===== src/hw/cpuPkg.sv =====
package cpuPkg;

    // Datapath and register index widths
    localparam int xlen     = 32;
    localparam int regAddrW = 5;

    // Memory depths in words
    localparam int imemWords = 256;
    localparam int dmemWords = 256;
    localparam int imemAddrW = 8;
    localparam int dmemAddrW = 8;

    // Major opcodes of the supported subset
    localparam logic [6:0] opR      = 7'b0110011;
    localparam logic [6:0] opI      = 7'b0010011;
    localparam logic [6:0] opLoad   = 7'b0000011;
    localparam logic [6:0] opStore  = 7'b0100011;
    localparam logic [6:0] opBranch = 7'b1100011;

    typedef enum logic [3:0] {
        aluAdd = 4'd0,
        aluSub = 4'd1,
        aluAnd = 4'd2,
        aluOr  = 4'd3,
        aluXor = 4'd4,
        aluSlt = 4'd5,  // Signed compare
        aluSll = 4'd6,
        aluSrl = 4'd7
    } aluOpT;

    // Main control bundle, 10 bits
    typedef struct packed {
        logic  regWrite;
        logic  aluSrc;    // 1 selects the immediate as operand b
        logic  memWrite;
        logic  memToReg;  // 1 writes back load data
        logic  branch;
        logic  branchNe;  // Inverts the zero test
        aluOpT aluOp;
    } ctrlT;

    // Register indices and immediate, 47 bits
    typedef struct packed {
        logic [regAddrW-1:0] rs1;
        logic [regAddrW-1:0] rs2;
        logic [regAddrW-1:0] rd;
        logic [xlen-1:0]     imm;
    } decT;

endpackage

===== src/hw/regFile.sv =====
module regFile (
    input  logic                        CLK,
    input  logic                        rstN,
    input  logic [cpuPkg::regAddrW-1:0] rs1,
    input  logic [cpuPkg::regAddrW-1:0] rs2,
    input  logic [cpuPkg::regAddrW-1:0] rd,
    input  logic                        we,
    input  logic [cpuPkg::xlen-1:0]     wd,
    output logic [cpuPkg::xlen-1:0]     rd1,
    output logic [cpuPkg::xlen-1:0]     rd2
);
    import cpuPkg::*;

    logic [xlen-1:0] regs [2**regAddrW];

    always_ff @(posedge CLK or negedge rstN) begin
        if (!rstN) begin
            regs <= '{default: '0};
        end else if (we && rd != '0) begin
            regs[rd] <= wd;
        end
    end

    // x0 reads as zero whatever the array holds
    assign rd1 = (rs1 == '0) ? '0 : regs[rs1];
    assign rd2 = (rs2 == '0) ? '0 : regs[rs2];

endmodule


===== config.mk =====
export PLATFORM = sky130hd
export DESIGN_NAME = regFile
export DESIGN_NICKNAME = d
export VERILOG_FILES = /design/src/hw/cpuPkg.sv /design/src/hw/regFile.sv
export SDC_FILE = /design/constraint.sdc
export NUM_CORES = 2
export LEC_CHECK = 0
export BUFFER_PORTS_ARGS = -buffer_cell sky130_fd_sc_hd__clkbuf_2
export CAP_MARGIN = 30
export CORE_MARGIN = 3
export CORE_UTILIZATION = 60
export DETAILED_ROUTE_END_ITERATION = 8
export GPL_ROUTABILITY_DRIVEN = 0
export GPL_TIMING_DRIVEN = 0
export PLACE_DENSITY = 0.77
export SETUP_SLACK_MARGIN = 0.02
export SLEW_MARGIN = 5
export SYNTH_ARGS = -nofsm -noshare
export SYNTH_HDL_FRONTEND = slang
export SYNTH_SLANG_ARGS = --single-unit

===== constraint.sdc =====
create_clock -name CLK -period 2 [get_ports CLK]
set_input_delay 0.2 -clock CLK [delete_from_list [all_inputs] [get_ports CLK]]
set_output_delay 0.2 -clock CLK [all_outputs]
set_load 0.02 [all_outputs]

==> qor.yml <==
criticalPathCategory: "in -> out"
die-height_um: 307
dpl.cell_count: 4906
rsz0062_at_grt: "yes"
post_drt_via_cell_ratio: 7.42
post-route-util_pct: 72.1
largest_register_ffs: 1024
fmax_mhz: 355
rr_worst_depth: 4
start_util_pct: 61.1
crit_path_start_kind: "primary input"
fp.dieArea_um2: 94300
hold_path_class: "in -> async"
core_um2: 89100
first_pass_iters: 6
largest-register: "regs"
worstPathCellList: "buf_4 -> buf_4 -> buf_4 -> buf_4 -> a211oi_4 -> a311oi_4 -> clkbuf_2"
holdWs_ps: -581
status: "finished with violations"
cp_data_arrival_time_ps: 2620
cts_buffers: 108
end_kind: "primary output"
cts.reportedPaths.clkPinSlew_ps: 60
drive_above_1_share_pct: 60.1
syn-num-nets: 3671
drv_cap: 0
syn_inst: 3621
design_area_um2: 64200
synth_ff_type: "dfrtp_1"
grt_pass1_vias: 38800
cts-root-buf: "clkbuf_16"
avgSynthCellArea_um2: 15.0
vdd_ir_drop_max_mv: 0.668
p_leak_nw: 27.4
cp_slowest_cell: "a311oi_4"
finalMaxSlewViolations: 0
fin_crit_ps: 2820
h-tree-depth: 3
synth_edf_count: 0
wl_mm: 189
wire_per_inst_um: 36.5
port_buffers: 103
rows: 109
tritoncts: "done"
clockBufferDepth: 3
final_cells: 5177
async_flop_share_pct: 100
grt_max_degree: 108
setup_violations: 71
layout_common_cells: "1025 x mux2_2, 1024 x dfrtp_1, 448 x mux4_2"
clock_latency_ps: 710
worstPathRequired_ps: 1800
mostFrequentLayoutCell: "mux2_2"
power.density_nw_per_um2: 995
hold_viol: 293
finalCritPeriodShare_pct: 141
grt_pass1_wl_mm: 271
cts.sinks: 1024
finalWorstSetupSlack_ps: -820
overflow: 0
ys_warn_count: 0
violations: "hold timing, setup timing"
ios: 114
area_growth_pct: 18.2
grt_usage_pct: 40.1
chipWidth_um: 307
nNetsFinal: 3963
antenna_found_initial: 12
drt_iter0_markers: 5099
path_common_cell: "buf_4"
syn_area_um2: 54400
placed_cell_area_um2: 57100
antenna_left: 0
num_vias: 38400
largest_registers: "regs x1024"
seq_area_frac_synth_pct: 47.1
synth_cell_type_count: 35
cp_max_fo: 10
drc: 0
synth-seq-cells: 1024
tightest_slew_ps: 1070
slew_headroom_pct: 28.9
dpl.hpwl_mm: 134
slowest_delay_ps: 540
worst_clock_skew_ps: 0
[where the power goes]
part           internal [mW]  switching (mW)
clock                   12.2            8.77
sequential              24.7            3.05
combinational           8.27            6.97
total                   45.1            18.8
[per-layer routing]
| metal | share of wire [%] | global-route usage [%] | vias to the layer above |
|---|---|---|---|
| met5 | 0.030 | 0 | - |
| met4 | 4.8 | 18.0 | 4 |
| met3 | 15 | 18.1 | 592 |
| met2 | 43 | 56.6 | 2903 |
| met1 | 37 | 53.8 | 20300 |
| li1 | - | - | 14600 |
[timing repair]
item                                    CTS  global route
endpoints found under the setup margin  168           226
endpoints found under the hold margin   299           266
gates resized for setup                 593           187
hold buffers                             30             2
pin swaps                               121            51
cloned                                    0             1
buffers inserted                         13            17
[cell type report]
cell class | count | area (µm²)
multi-input combinational | 2163 | 29400
sequential | 1024 | 25600
fill | 5575 | 24800
clock buffer | 163 | 3210
buffer | 429 | 2310
timing repair buffer | 185 | 1790
tap | 1165 | 1460
clock inverter | 35 | 438
antenna | 11 | 27.5
inverter | 2 | 7.51
[final timing paths]
path / start / end / slack [ps]
worst min-delay path: rstN / regs[1018] / -580
worst min register to register: regs[1018] / regs[1018] / 480
worst max-delay path: rs1[2] / rd1[16] / -820
worst max register to register: regs[641] / regs[641] / 870
min in group CLK: rd[4] / regs[544] / 70
max in group asynchronous: rstN / regs[231] / 620
[cells in the mapped netlist, types with 5 or more instances]
cell / n / area, µm²
nor2b_1: 71 / 444
mux4_2: 448 / 10100
nor2_1: 19 / 71.3
dfrtp_1: 1024 / 25600
buf_2: 170 / 851
nand2_1: 49 / 184
a211oi_1: 64 / 480
mux2i_1: 128 / 1280
nand2b_1: 5 / 31.3
mux2_1: 10 / 113
o21ai_1: 9 / 45.0
a22oi_1: 64 / 480
o21ai_0: 101 / 505
a221oi_1: 46 / 403
buf_4: 34 / 255
a311oi_1: 64 / 561
o2111ai_1: 18 / 158
mux2_2: 1046 / 11800
clkbuf_1: 223 / 837
[through the flow]
step                setup TNS [ps]  hold slack, ps  total power, mW  setup WS [ps]
floorplan                        0           -95.6             36.3           90.0
global placement                 -             453             40.1         -24270
detailed placement         -466420             283             40.8          -1670
CTS                         -37780            -572             62.8           -694
global route                -39670            -552             65.7           -753
finish                      -39890            -581             63.9           -820
[critical path: cells and delay by family]
family,cells,cell delay [ps]
buffers and inverters,5,1660
AOI/OAI and AO/OA,2,710
[cell families (layout without fill, tap and decap cells)]
logic type | after synthesis | count (layout) | synth area share [%]
mux | 1632 | 1632 | 42.8
compound gates | 366 | 366 | 4.84
other cells | 0 | 11 | 0
simple gates | 165 | 165 | 1.61
flops | 1024 | 1024 | 47.1
buf+inv | 434 | 814 | 3.63
(Power assumes the default switching activity.)
