**src/hw/cpuPkg.sv**
```systemverilog
package cpuPkg;

    // Datapath and register index widths
    localparam int xlen     = 32;
    localparam int regAddrW = 5;

    // Memory depths in words
    localparam int imemWords = 256;
    localparam int dmemWords = 256;
    localparam int imemAddrW = 8;
    localparam int dmemAddrW = 8;

    // Major opcodes of the supported subset
    localparam logic [6:0] opR      = 7'b0110011;
    localparam logic [6:0] opI      = 7'b0010011;
    localparam logic [6:0] opLoad   = 7'b0000011;
    localparam logic [6:0] opStore  = 7'b0100011;
    localparam logic [6:0] opBranch = 7'b1100011;

    typedef enum logic [3:0] {
        aluAdd = 4'd0,
        aluSub = 4'd1,
        aluAnd = 4'd2,
        aluOr  = 4'd3,
        aluXor = 4'd4,
        aluSlt = 4'd5,  // Signed compare
        aluSll = 4'd6,
        aluSrl = 4'd7
    } aluOpT;

    // Main control bundle, 10 bits
    typedef struct packed {
        logic  regWrite;
        logic  aluSrc;    // 1 selects the immediate as operand b
        logic  memWrite;
        logic  memToReg;  // 1 writes back load data
        logic  branch;
        logic  branchNe;  // Inverts the zero test
        aluOpT aluOp;
    } ctrlT;

    // Register indices and immediate, 47 bits
    typedef struct packed {
        logic [regAddrW-1:0] rs1;
        logic [regAddrW-1:0] rs2;
        logic [regAddrW-1:0] rd;
        logic [xlen-1:0]     imm;
    } decT;

endpackage
```
**src/hw/pcUnit.sv**
```systemverilog
module pcUnit (
    input  logic                    CLK,
    input  logic                    rstN,
    input  logic                    branch,
    input  logic                    branchNe,
    input  logic                    zero,
    input  logic [cpuPkg::xlen-1:0] imm,
    output logic [cpuPkg::xlen-1:0] pc,
    output logic                    running
);
    import cpuPkg::*;

    logic [xlen-1:0] nextPc;
    logic            taken;

    // beq wants zero set, bne wants it clear
    assign taken  = branch && (zero == !branchNe);
    assign nextPc = taken ? pc + imm : pc + xlen'(4);

    always_ff @(posedge CLK or negedge rstN) begin
        if (!rstN) begin
            pc      <= '0;
            running <= 1'b0;
        end else begin
            running <= 1'b1;
            // Hold at zero for the idle cycle after release
            if (running) begin
                pc <= nextPc;
            end
        end
    end

endmodule

```
**config.mk**
```make
export PLATFORM = sky130hd
export DESIGN_NAME = pcUnit
export DESIGN_NICKNAME = d
export VERILOG_FILES = /design/src/hw/cpuPkg.sv /design/src/hw/pcUnit.sv
export SDC_FILE = /design/constraint.sdc
export NUM_CORES = 1
export LEC_CHECK = 0
export ABC_CLOCK_PERIOD_IN_PS = 3800
export BUFFER_PORTS_ARGS = -buffer_cell sky130_fd_sc_hd__buf_4
export CAP_MARGIN = 20
export CELL_PAD_IN_SITES_DETAIL_PLACEMENT = 1
export CELL_PAD_IN_SITES_GLOBAL_PLACEMENT = 1
export CORE_UTILIZATION = 30
export CTS_BUF_LIST = sky130_fd_sc_hd__clkbuf_2
export CTS_CLUSTER_SIZE = 20
export DETAILED_ROUTE_END_ITERATION = 10
export GPL_ROUTABILITY_DRIVEN = 0
export PLACE_DENSITY = 0.65
export SYNTH_ARGS = -nofsm -noshare
export SYNTH_HDL_FRONTEND = slang
export SYNTH_SLANG_ARGS = --single-unit
export TNS_END_PERCENT = 30
```
**constraint.sdc**
```tcl
create_clock -name CLK -period 3.8 [get_ports CLK]
set_clock_uncertainty 0.05 [all_clocks]
set_input_delay 0.57 -clock CLK [delete_from_list [all_inputs] [get_ports CLK]]
set_output_delay 0.57 -clock CLK [all_outputs]
set_load 0.02 [all_outputs]
```
==> impl_metrics.env <==
export IMPL_ys_ff_latch=33
export IMPL_post_cts_buffers=0
export IMPL_critPathArrivalTime_ns=3.47
export IMPL_placedCellCount=671
export IMPL_io_buffers=69
export IMPL_place_area_um2=4300
export IMPL_io_pins=70
export IMPL_cts_tree="yes"
export IMPL_grt_first_pass_wirelength_mm=20.9
export IMPL_fin_area_um2=4340
export IMPL_numCtsBuffers=5
export IMPL_rrSetupSlack_ns=0.62
export IMPL_tns_ns=0
export IMPL_grt_pass1_vias=4000
export IMPL_hp_class="input port to asynchronous set/reset pin"
export IMPL_synth_warnings=0
export IMPL_drt_iter0_drc=234
export IMPL_final_cell_mix="buf_4 (75), a21oi_1 (61), nand2_1 (53), o21ai_0 (44), dfrtp_1 (33)"
export IMPL_crit_path_end_kind="flop"
export IMPL_root_buffer="clkbuf_2"
export IMPL_vias=3855
export IMPL_layout_commonest_cell="buf_4"
export IMPL_synthesis_nets=545
export IMPL_track_usage_pct=20.5
export IMPL_grt_max_degree=34
export IMPL_htreeDepth=2
export IMPL_ys_async_sr_fraction_pct=100
export IMPL_die_area_um2=12600
export IMPL_irDropWorstVdd_mv=0.353
export IMPL_clk_latency_ns=0.40
export IMPL_hold_viol=0
export IMPL_required_ns=4.09
export IMPL_cts_clk_slew_worst_paths_ns=0.23
export IMPL_worst_r2r_path_depth=12
export IMPL_hpwl_mm=9.72
export IMPL_overflow=0
export IMPL_rows=39
export IMPL_dr_pass1_iters=7
export IMPL_setup_viol=0
export IMPL_wl_per_cell_um=18.2
export IMPL_syn_inst=475
export IMPL_p_per_area_nw_per_um2=803
export IMPL_synth_edff_count=0
export IMPL_drc=2
export IMPL_die_h_um=112
export IMPL_synthFlopType="dfrtp_1"
export IMPL_final_cell_count_no_fill=679
export IMPL_clock_sinks=33
export IMPL_viasPerCell=5.68
export IMPL_worst_pin_slew_ns=0.785
export IMPL_cts_resized=0
export IMPL_criticalPathCategory="flop to flop"
export IMPL_outcome="finished, violations left"
export IMPL_hold_ws_ns=0.0144
export IMPL_core_um2=11600
export IMPL_final_max_slew_viol_count=0
export IMPL_nNetsFinal=605
export IMPL_syn_to_final_growth_pct=19.0
export IMPL_failed_checks="DRC"
export IMPL_clockBufferDepth=2
export IMPL_cp_start_kind="flop"
export IMPL_grt_setup_unrepaired="false"
export IMPL_max_freq_mhz=314
export IMPL_final_layout_size_suffix_gt1_share_pct=20.0
export IMPL_reg2reg_to="pc[26]$_DFFE_PN0P_"
export IMPL_wirelength_mm=12.4
export IMPL_relSlewSlack_pct=47.7
export IMPL_start_util_pct=31.4
export IMPL_yosysUniqueCellTypes=64
export IMPL_fin_ws_ns=0.620
export IMPL_cts_hold_buf=0
export IMPL_syn_cell_area_um2=3650
export IMPL_antenna_found_initial=0
export IMPL_r2r_start="pc[0]$_DFFE_PN0P_"
export IMPL_ant_nets=0
export IMPL_ys_seq_area_share_pct=22.6
export IMPL_finalCriticalPeriod_ns=3.18
export IMPL_period_share_pct=83.7
export IMPL_crit_path_max_fanout=4
export IMPL_die_width_um=112
export IMPL_diodes=0
export IMPL_drv_cap=0
export IMPL_post_place_ws_ns=0.393
export IMPL_avgSynthCellArea_um2=7.69
export IMPL_fill_cells=1445
export IMPL_leakagePower_nw=1.85
==> through the flow <==
step	power [mW]	utilization [%]
after floorplan	2.52	-
final	3.49	37.4
after detailed placement	3.29	37.0
after global routing	3.82	37.4
after CTS	3.50	37.4
after global placement	3.24	37.0
==> synthesized netlist by cell type, drive strengths merged, types with 2 or more instances <==
master  count  area [µm²]
or3         2        13.8
o21ba       2        20.0
a31oi       3        31.3
ha         32         400
nor2       28         105
or2         2        12.5
nand2      53         199
a21oi      64         332
o21a        4        30.0
a21boi      2        18.8
mux2        2        26.3
o221ai      2        23.8
xnor2      13         114
a21o       21         158
nand2b      2        12.5
and2        5        32.5
xor2       10        87.6
nor2b       4        27.5
nor3       12        60.1
inv        10        37.5
nor4        5        31.3
nand3      28         140
clkbuf     19        71.3
nand4      11        68.8
o21ai      47         235
o22ai      12        75.1
dfrtp      33         826
buf         3        26.3
o31ai       5        51.3
a211o       2        17.5
and3        7        43.8
a211oi     10        80.1
==> cell type report <==
| type | instances | area (µm²) | share of cell area [%] |
|---|---|---|---|
| sequential | 33 | 826 | 19.0 |
| inverter | 10 | 37.5 | 0.864 |
| timing repair buffer | 75 | 563 | 13.0 |
| multi-input combinational | 410 | 2690 | 61.9 |
| clock inverter | 3 | 22.5 | 0.519 |
| tap | 143 | 179 | 4.12 |
| clock buffer | 5 | 25.0 | 0.576 |
==> routing by layer <==
metal	vias up	global-route usage, %	share of wire, %
met2	69	34.4	47
li1	1897	-	-
met3	7	2.21	3.3
met4	0	3.29	0.82
met5	-	0	0
met1	1882	28.9	49
==> sequential cells by signal, indices dropped and copies added (netlist names) <==
signal	flops
running	1
pc	32
==> critical path, stage by stage (launching register included) <==
cell and delay, ns:
dfrtp_1 0.42, ha_1 0.21, inv_1 0.07, fa_1 0.41, nor2b_1 0.16, o31a_2 0.17, a21oi_2 0.07, a21oi_2 0.27
o221ai_1 0.28, o21ba_2 0.29, nor3_1 0.23, mux2_2 0.36, o22ai_1 0.12
==> cells by family after synthesis <==
group / after synthesis / share of synthesized area (%)
other: 1 / 0.103
adder cells (fa/ha/maj): 33 / 11.5
XOR/XNOR: 23 / 5.52
AND/OR/NAND/NOR: 162 / 21.2
multiplexers: 2 / 0.720
flip-flops: 33 / 22.6
AO/OA/AOI/OAI: 189 / 34.6
buffers and inverters: 32 / 3.70
==> where the power goes <==
group          switching (mW)  internal [mW]  total, mW  leakage [nW]
sequential              0.292          0.503      0.796         0.374
combinational            1.44           1.06       2.50          1.46
clock                   0.151         0.0442      0.196        0.0212
==> how the worst max path moves through the flow <==
stage | startpoint | end | cells after the start
floorplan | imm[0] | pc[28]$_DFFE_PN0P_ | 12
global placement | imm[0] | pc[26]$_DFFE_PN0P_ | 13
detailed placement | imm[0] | pc[26]$_DFFE_PN0P_ | 13
CTS | pc[0]$_DFFE_PN0P_ | pc[26]$_DFFE_PN0P_ | 12
global route | pc[0]$_DFFE_PN0P_ | pc[26]$_DFFE_PN0P_ | 12
finish | pc[0]$_DFFE_PN0P_ | pc[26]$_DFFE_PN0P_ | 12
Note: power is estimated with default switching activity, not from simulation.
