--- src/hw/cpuPkg.sv ---
package cpuPkg;

    // Datapath and register index widths
    localparam int xlen     = 32;
    localparam int regAddrW = 5;

    // Memory depths in words
    localparam int imemWords = 256;
    localparam int dmemWords = 256;
    localparam int imemAddrW = 8;
    localparam int dmemAddrW = 8;

    // Major opcodes of the supported subset
    localparam logic [6:0] opR      = 7'b0110011;
    localparam logic [6:0] opI      = 7'b0010011;
    localparam logic [6:0] opLoad   = 7'b0000011;
    localparam logic [6:0] opStore  = 7'b0100011;
    localparam logic [6:0] opBranch = 7'b1100011;

    typedef enum logic [3:0] {
        aluAdd = 4'd0,
        aluSub = 4'd1,
        aluAnd = 4'd2,
        aluOr  = 4'd3,
        aluXor = 4'd4,
        aluSlt = 4'd5,  // Signed compare
        aluSll = 4'd6,
        aluSrl = 4'd7
    } aluOpT;

    // Main control bundle, 10 bits
    typedef struct packed {
        logic  regWrite;
        logic  aluSrc;    // 1 selects the immediate as operand b
        logic  memWrite;
        logic  memToReg;  // 1 writes back load data
        logic  branch;
        logic  branchNe;  // Inverts the zero test
        aluOpT aluOp;
    } ctrlT;

    // Register indices and immediate, 47 bits
    typedef struct packed {
        logic [regAddrW-1:0] rs1;
        logic [regAddrW-1:0] rs2;
        logic [regAddrW-1:0] rd;
        logic [xlen-1:0]     imm;
    } decT;

endpackage
--- src/hw/decoder.sv ---
module decoder (
    input  logic [cpuPkg::xlen-1:0] instr,
    input  logic                    running,
    output cpuPkg::ctrlT            ctrl,
    output cpuPkg::decT             dec
);
    import cpuPkg::*;

    logic [6:0]      opcode;
    logic [2:0]      funct3;
    logic            funct7b30;
    logic [xlen-1:0] immI;
    logic [xlen-1:0] immS;
    logic [xlen-1:0] immB;

    // funct3 to ALU op, sub selects subtraction on funct3 000
    function automatic aluOpT aluFromFunct(input logic [2:0] f3, input logic sub);
        aluOpT op;
        case (f3)
            3'b000:  op = sub ? aluSub : aluAdd;
            3'b001:  op = aluSll;
            3'b010:  op = aluSlt;
            3'b100:  op = aluXor;
            3'b101:  op = aluSrl;
            3'b110:  op = aluOr;
            3'b111:  op = aluAnd;
            default: op = aluAdd;  // sltu not in the subset
        endcase
        return op;
    endfunction

    assign opcode    = instr[6:0];
    assign funct3    = instr[14:12];
    assign funct7b30 = instr[30];

    // Immediates by format, all sign extended from bit 31
    assign immI = {{20{instr[31]}}, instr[31:20]};
    assign immS = {{20{instr[31]}}, instr[31:25], instr[11:7]};
    assign immB = {{19{instr[31]}}, instr[31], instr[7], instr[30:25], instr[11:8], 1'b0};

    always_comb begin
        ctrl = '0;
        if (running) begin
            case (opcode)
                opR: begin
                    ctrl.regWrite = 1'b1;
                    ctrl.aluOp    = aluFromFunct(funct3, funct7b30);
                end
                opI: begin
                    ctrl.regWrite = 1'b1;
                    ctrl.aluSrc   = 1'b1;
                    ctrl.aluOp    = aluFromFunct(funct3, 1'b0);  // No subi
                end
                opLoad: begin
                    ctrl.regWrite = 1'b1;
                    ctrl.aluSrc   = 1'b1;
                    ctrl.memToReg = 1'b1;
                    ctrl.aluOp    = aluAdd;
                end
                opStore: begin
                    ctrl.aluSrc   = 1'b1;
                    ctrl.memWrite = 1'b1;
                    ctrl.aluOp    = aluAdd;
                end
                opBranch: begin
                    ctrl.branch   = 1'b1;
                    ctrl.branchNe = funct3[0];  // 000 beq, 001 bne
                    ctrl.aluOp    = aluSub;
                end
                default: ctrl = '0;  // Unknown opcode acts as a no-op
            endcase
        end
    end

    always_comb begin
        dec.rs1 = instr[19:15];
        dec.rs2 = instr[24:20];
        dec.rd  = instr[11:7];
        case (opcode)
            opStore:  dec.imm = immS;
            opBranch: dec.imm = immB;
            default:  dec.imm = immI;
        endcase
    end

endmodule

--- config.mk ---
export PLATFORM = sky130hd
export DESIGN_NAME = decoder
export DESIGN_NICKNAME = d
export VERILOG_FILES = /design/src/hw/cpuPkg.sv /design/src/hw/decoder.sv
export SDC_FILE = /design/constraint.sdc
export NUM_CORES = 1
export LEC_CHECK = 0
export ABC_AREA = 1
export BUFFER_PORTS_ARGS = -buffer_cell sky130_fd_sc_hd__buf_2
export CAP_MARGIN = 40
export CORE_ASPECT_RATIO = 0.9
export CORE_MARGIN = 2
export CORE_UTILIZATION = 34
export DETAILED_ROUTE_END_ITERATION = 6
export PLACE_DENSITY = 0.95
export SETUP_SLACK_MARGIN = 0.3
export SYNTH_ARGS = -nofsm -noshare
export SYNTH_HDL_FRONTEND = slang
export SYNTH_SLANG_ARGS = --single-unit
export TNS_END_PERCENT = 5
--- constraint.sdc ---
create_clock -name vclk -period 0.92
set_input_delay 0.046 -clock vclk [all_inputs]
set_output_delay 0.046 -clock vclk [all_outputs]
set_load 0.05 [all_outputs]
==> impl_metrics.env <==
export IMPL_status="complete, but fails checks"
export IMPL_violations="setup timing"
export IMPL_arrival_ns=0.97
export IMPL_synth_nets=142
export IMPL_die_y_um=44.2
export IMPL_p_per_area_nw_per_um2=639
export IMPL_n_sequential_cell=0
export IMPL_pin_count=90
export IMPL_cap_viol_max_count=0
export IMPL_syn_area_per_cell_um2=5.61
export IMPL_leakage_nw=0.610
export IMPL_cell_internal_pwr_w=0.000216
export IMPL_cts_setup_buffers=0
export IMPL_layout_min_cycle_time_ns=1.01
export IMPL_core_area_um2=1680
export IMPL_seqPwrFrac_pct=0
export IMPL_rows=14
export IMPL_vdd_drop_max_mv=0.335
export IMPL_synth_area_leader_cell="buf_4"
export IMPL_hp_class="in -> out"
export IMPL_yosys_cell_types_count=16
export IMPL_die_area_um2=2160
export IMPL_synth_area_leaders="buf_4, nand2_1, inv_1, nor2_1, nor2_4"
export IMPL_synthCells=109
export IMPL_drtPass1Iterations=4
export IMPL_slew_viol_final=0
export IMPL_synth_warnings=0
export IMPL_drt_total_wl_um=1770
export IMPL_whs_ns=0.0920
export IMPL_path_max_fanout=4
export IMPL_fin_ws_ns=-0.0944
export IMPL_ant_nets=0
export IMPL_p_switching_w=0.000491
export IMPL_drc=0
export IMPL_numPortBuffers=69
export IMPL_hold_viol=0
export IMPL_fmax_mhz=986
export IMPL_p_total_w=0.000707
export IMPL_overflow=0
export IMPL_gp_congestion=0.726
export IMPL_required_ns=0.87
export IMPL_route_vias_total=731
export IMPL_fin_crit_sh_pct=110
export IMPL_antenna_cells=0
export IMPL_mostFrequentLayoutCells="buf_2, buf_6, buf_4, nand2_1, nand2_2"
export IMPL_share_comb_of_total_power_pct=100.0
export IMPL_grt_max_degree=14
export IMPL_cp_start_kind="input port"
export IMPL_start_util_pct=36.4
export IMPL_grt_pass1_vias=635
export IMPL_final_nets=185
export IMPL_sw_frac_of_total_pct=69.5
export IMPL_layout_commonest_cell="buf_2"
export IMPL_antenna_found_initial=0
export IMPL_register_area_um2=0
export IMPL_area_growth_pct=81.0
export IMPL_drt_initial_drc_count=5
export IMPL_grt_usage_pct=14.9
export IMPL_avgRoutedWirePerCell_um=10.2
export IMPL_syn_cell_area_um2=612
export IMPL_finalSetupViolCount=13
export IMPL_crit_type="in -> out"
export IMPL_grt_pass1_wl_um=2580
export IMPL_n_clock_buffer=0
export IMPL_critPathCaptureType="output pin"
export IMPL_rsz0062_at_grt="yes"
export IMPL_nFillCells=161
export IMPL_yosysSeqAreaShare_pct=0
export IMPL_final_layout_size_suffix_gt1_share_pct=79.3
export IMPL_die_w_um=48.7
export IMPL_synth_top_area_share_pct=51.5
export IMPL_vias_per_cell=4.20
export IMPL_hpwlAfterDp_um=1390
export IMPL_p_clk_share_pct=0
per-layer routing:
layer	part of all wire [%]	up-vias	track usage, %
met5	0	-	0
met1	34	303	14.5
met4	0.79	0	2.86
li1	-	369	-
met3	9.8	8	1.01
met2	56	51	34.2
cells in the mapped netlist:
library cell   n
a21oi_1        2
nor2_1        11
inv_2          2
conb_1         1
nand2_4        1
nor2_2         1
o31ai_1        1
o21ai_1        1
nand3_1        3
nor2_4         2
nand2_1       25
o21ai_0        3
inv_1         11
buf_4         42
nand4_1        1
nor3_1         2
power by group through the flow:
stage / sequential, W / combinational [W] / clock [W]
after global routing: 0 / 0.000738 / 0
after floorplan: 0 / 0.000637 / 0
after global placement: 0 / 0.000621 / 0
after CTS: 0 / 0.000701 / 0
after detailed placement: 0 / 0.000626 / 0
final: 0 / 0.000707 / 0
metrics by stage:
| step | util (%) | TNS, ns | worst slack, ns | area, µm² | instances |
|---|---|---|---|---|---|
| after floorplan | - | -0.399 | -0.100 | 721 | 109 |
| after global placement | 52.7 | -1.72 | -0.181 | 886 | 174 |
| after detailed placement | 52.7 | -1.94 | -0.199 | 886 | 174 |
| after CTS | 65.0 | -0.657 | -0.0827 | 1090 | 174 |
| after global routing | 65.8 | -1.41 | -0.148 | 1110 | 174 |
| final | 65.8 | -0.657 | -0.0944 | 1110 | 174 |
worst max-delay path, cell delays in order:
cell and delay [ns]:
buf_6 0.10, inv_2 0.04, nand2_2 0.06, nor2_4 0.20, nand4_1 0.20, nor2_2 0.15, buf_6 0.17
logic make-up (layout without fill, tap and decap cells):
family / count (synthesis) / count (layout) / share of synthesized area (%)
AND/OR/NAND/NOR: 46 / 46 / 33.7
buffers and inverters: 55 / 96 / 59.5
other: 1 / 1 / 0.613
AO/OA/AOI/OAI: 7 / 7 / 6.13
layout make-up:
cell class                      instances  area (µm²)  share of cell area (%)
Tap cell                               24        30.0                    2.71
Timing Repair Buffer                   83         628                    56.7
Multi-Input combinational cell         54         400                    36.2
Inverter                               13        48.8                    4.41
path summary, 6_finish.rpt:
| path | start | to | slack (ns) | cells past startpoint |
|---|---|---|---|---|
| max | instr[3] | ctrl[2] | -0.09 | 7 |
| min | instr[27] | dec[7] | 0.09 | 0 |
repair_timing:
action / CTS / global route
resized for setup: 68 / 4
cloned: 0 / 0
hold buffers: 0 / 0
pin swaps: 13 / 2
setup endpoints to repair: 24 / 24
Note: power is estimated with default switching activity, not from simulation.
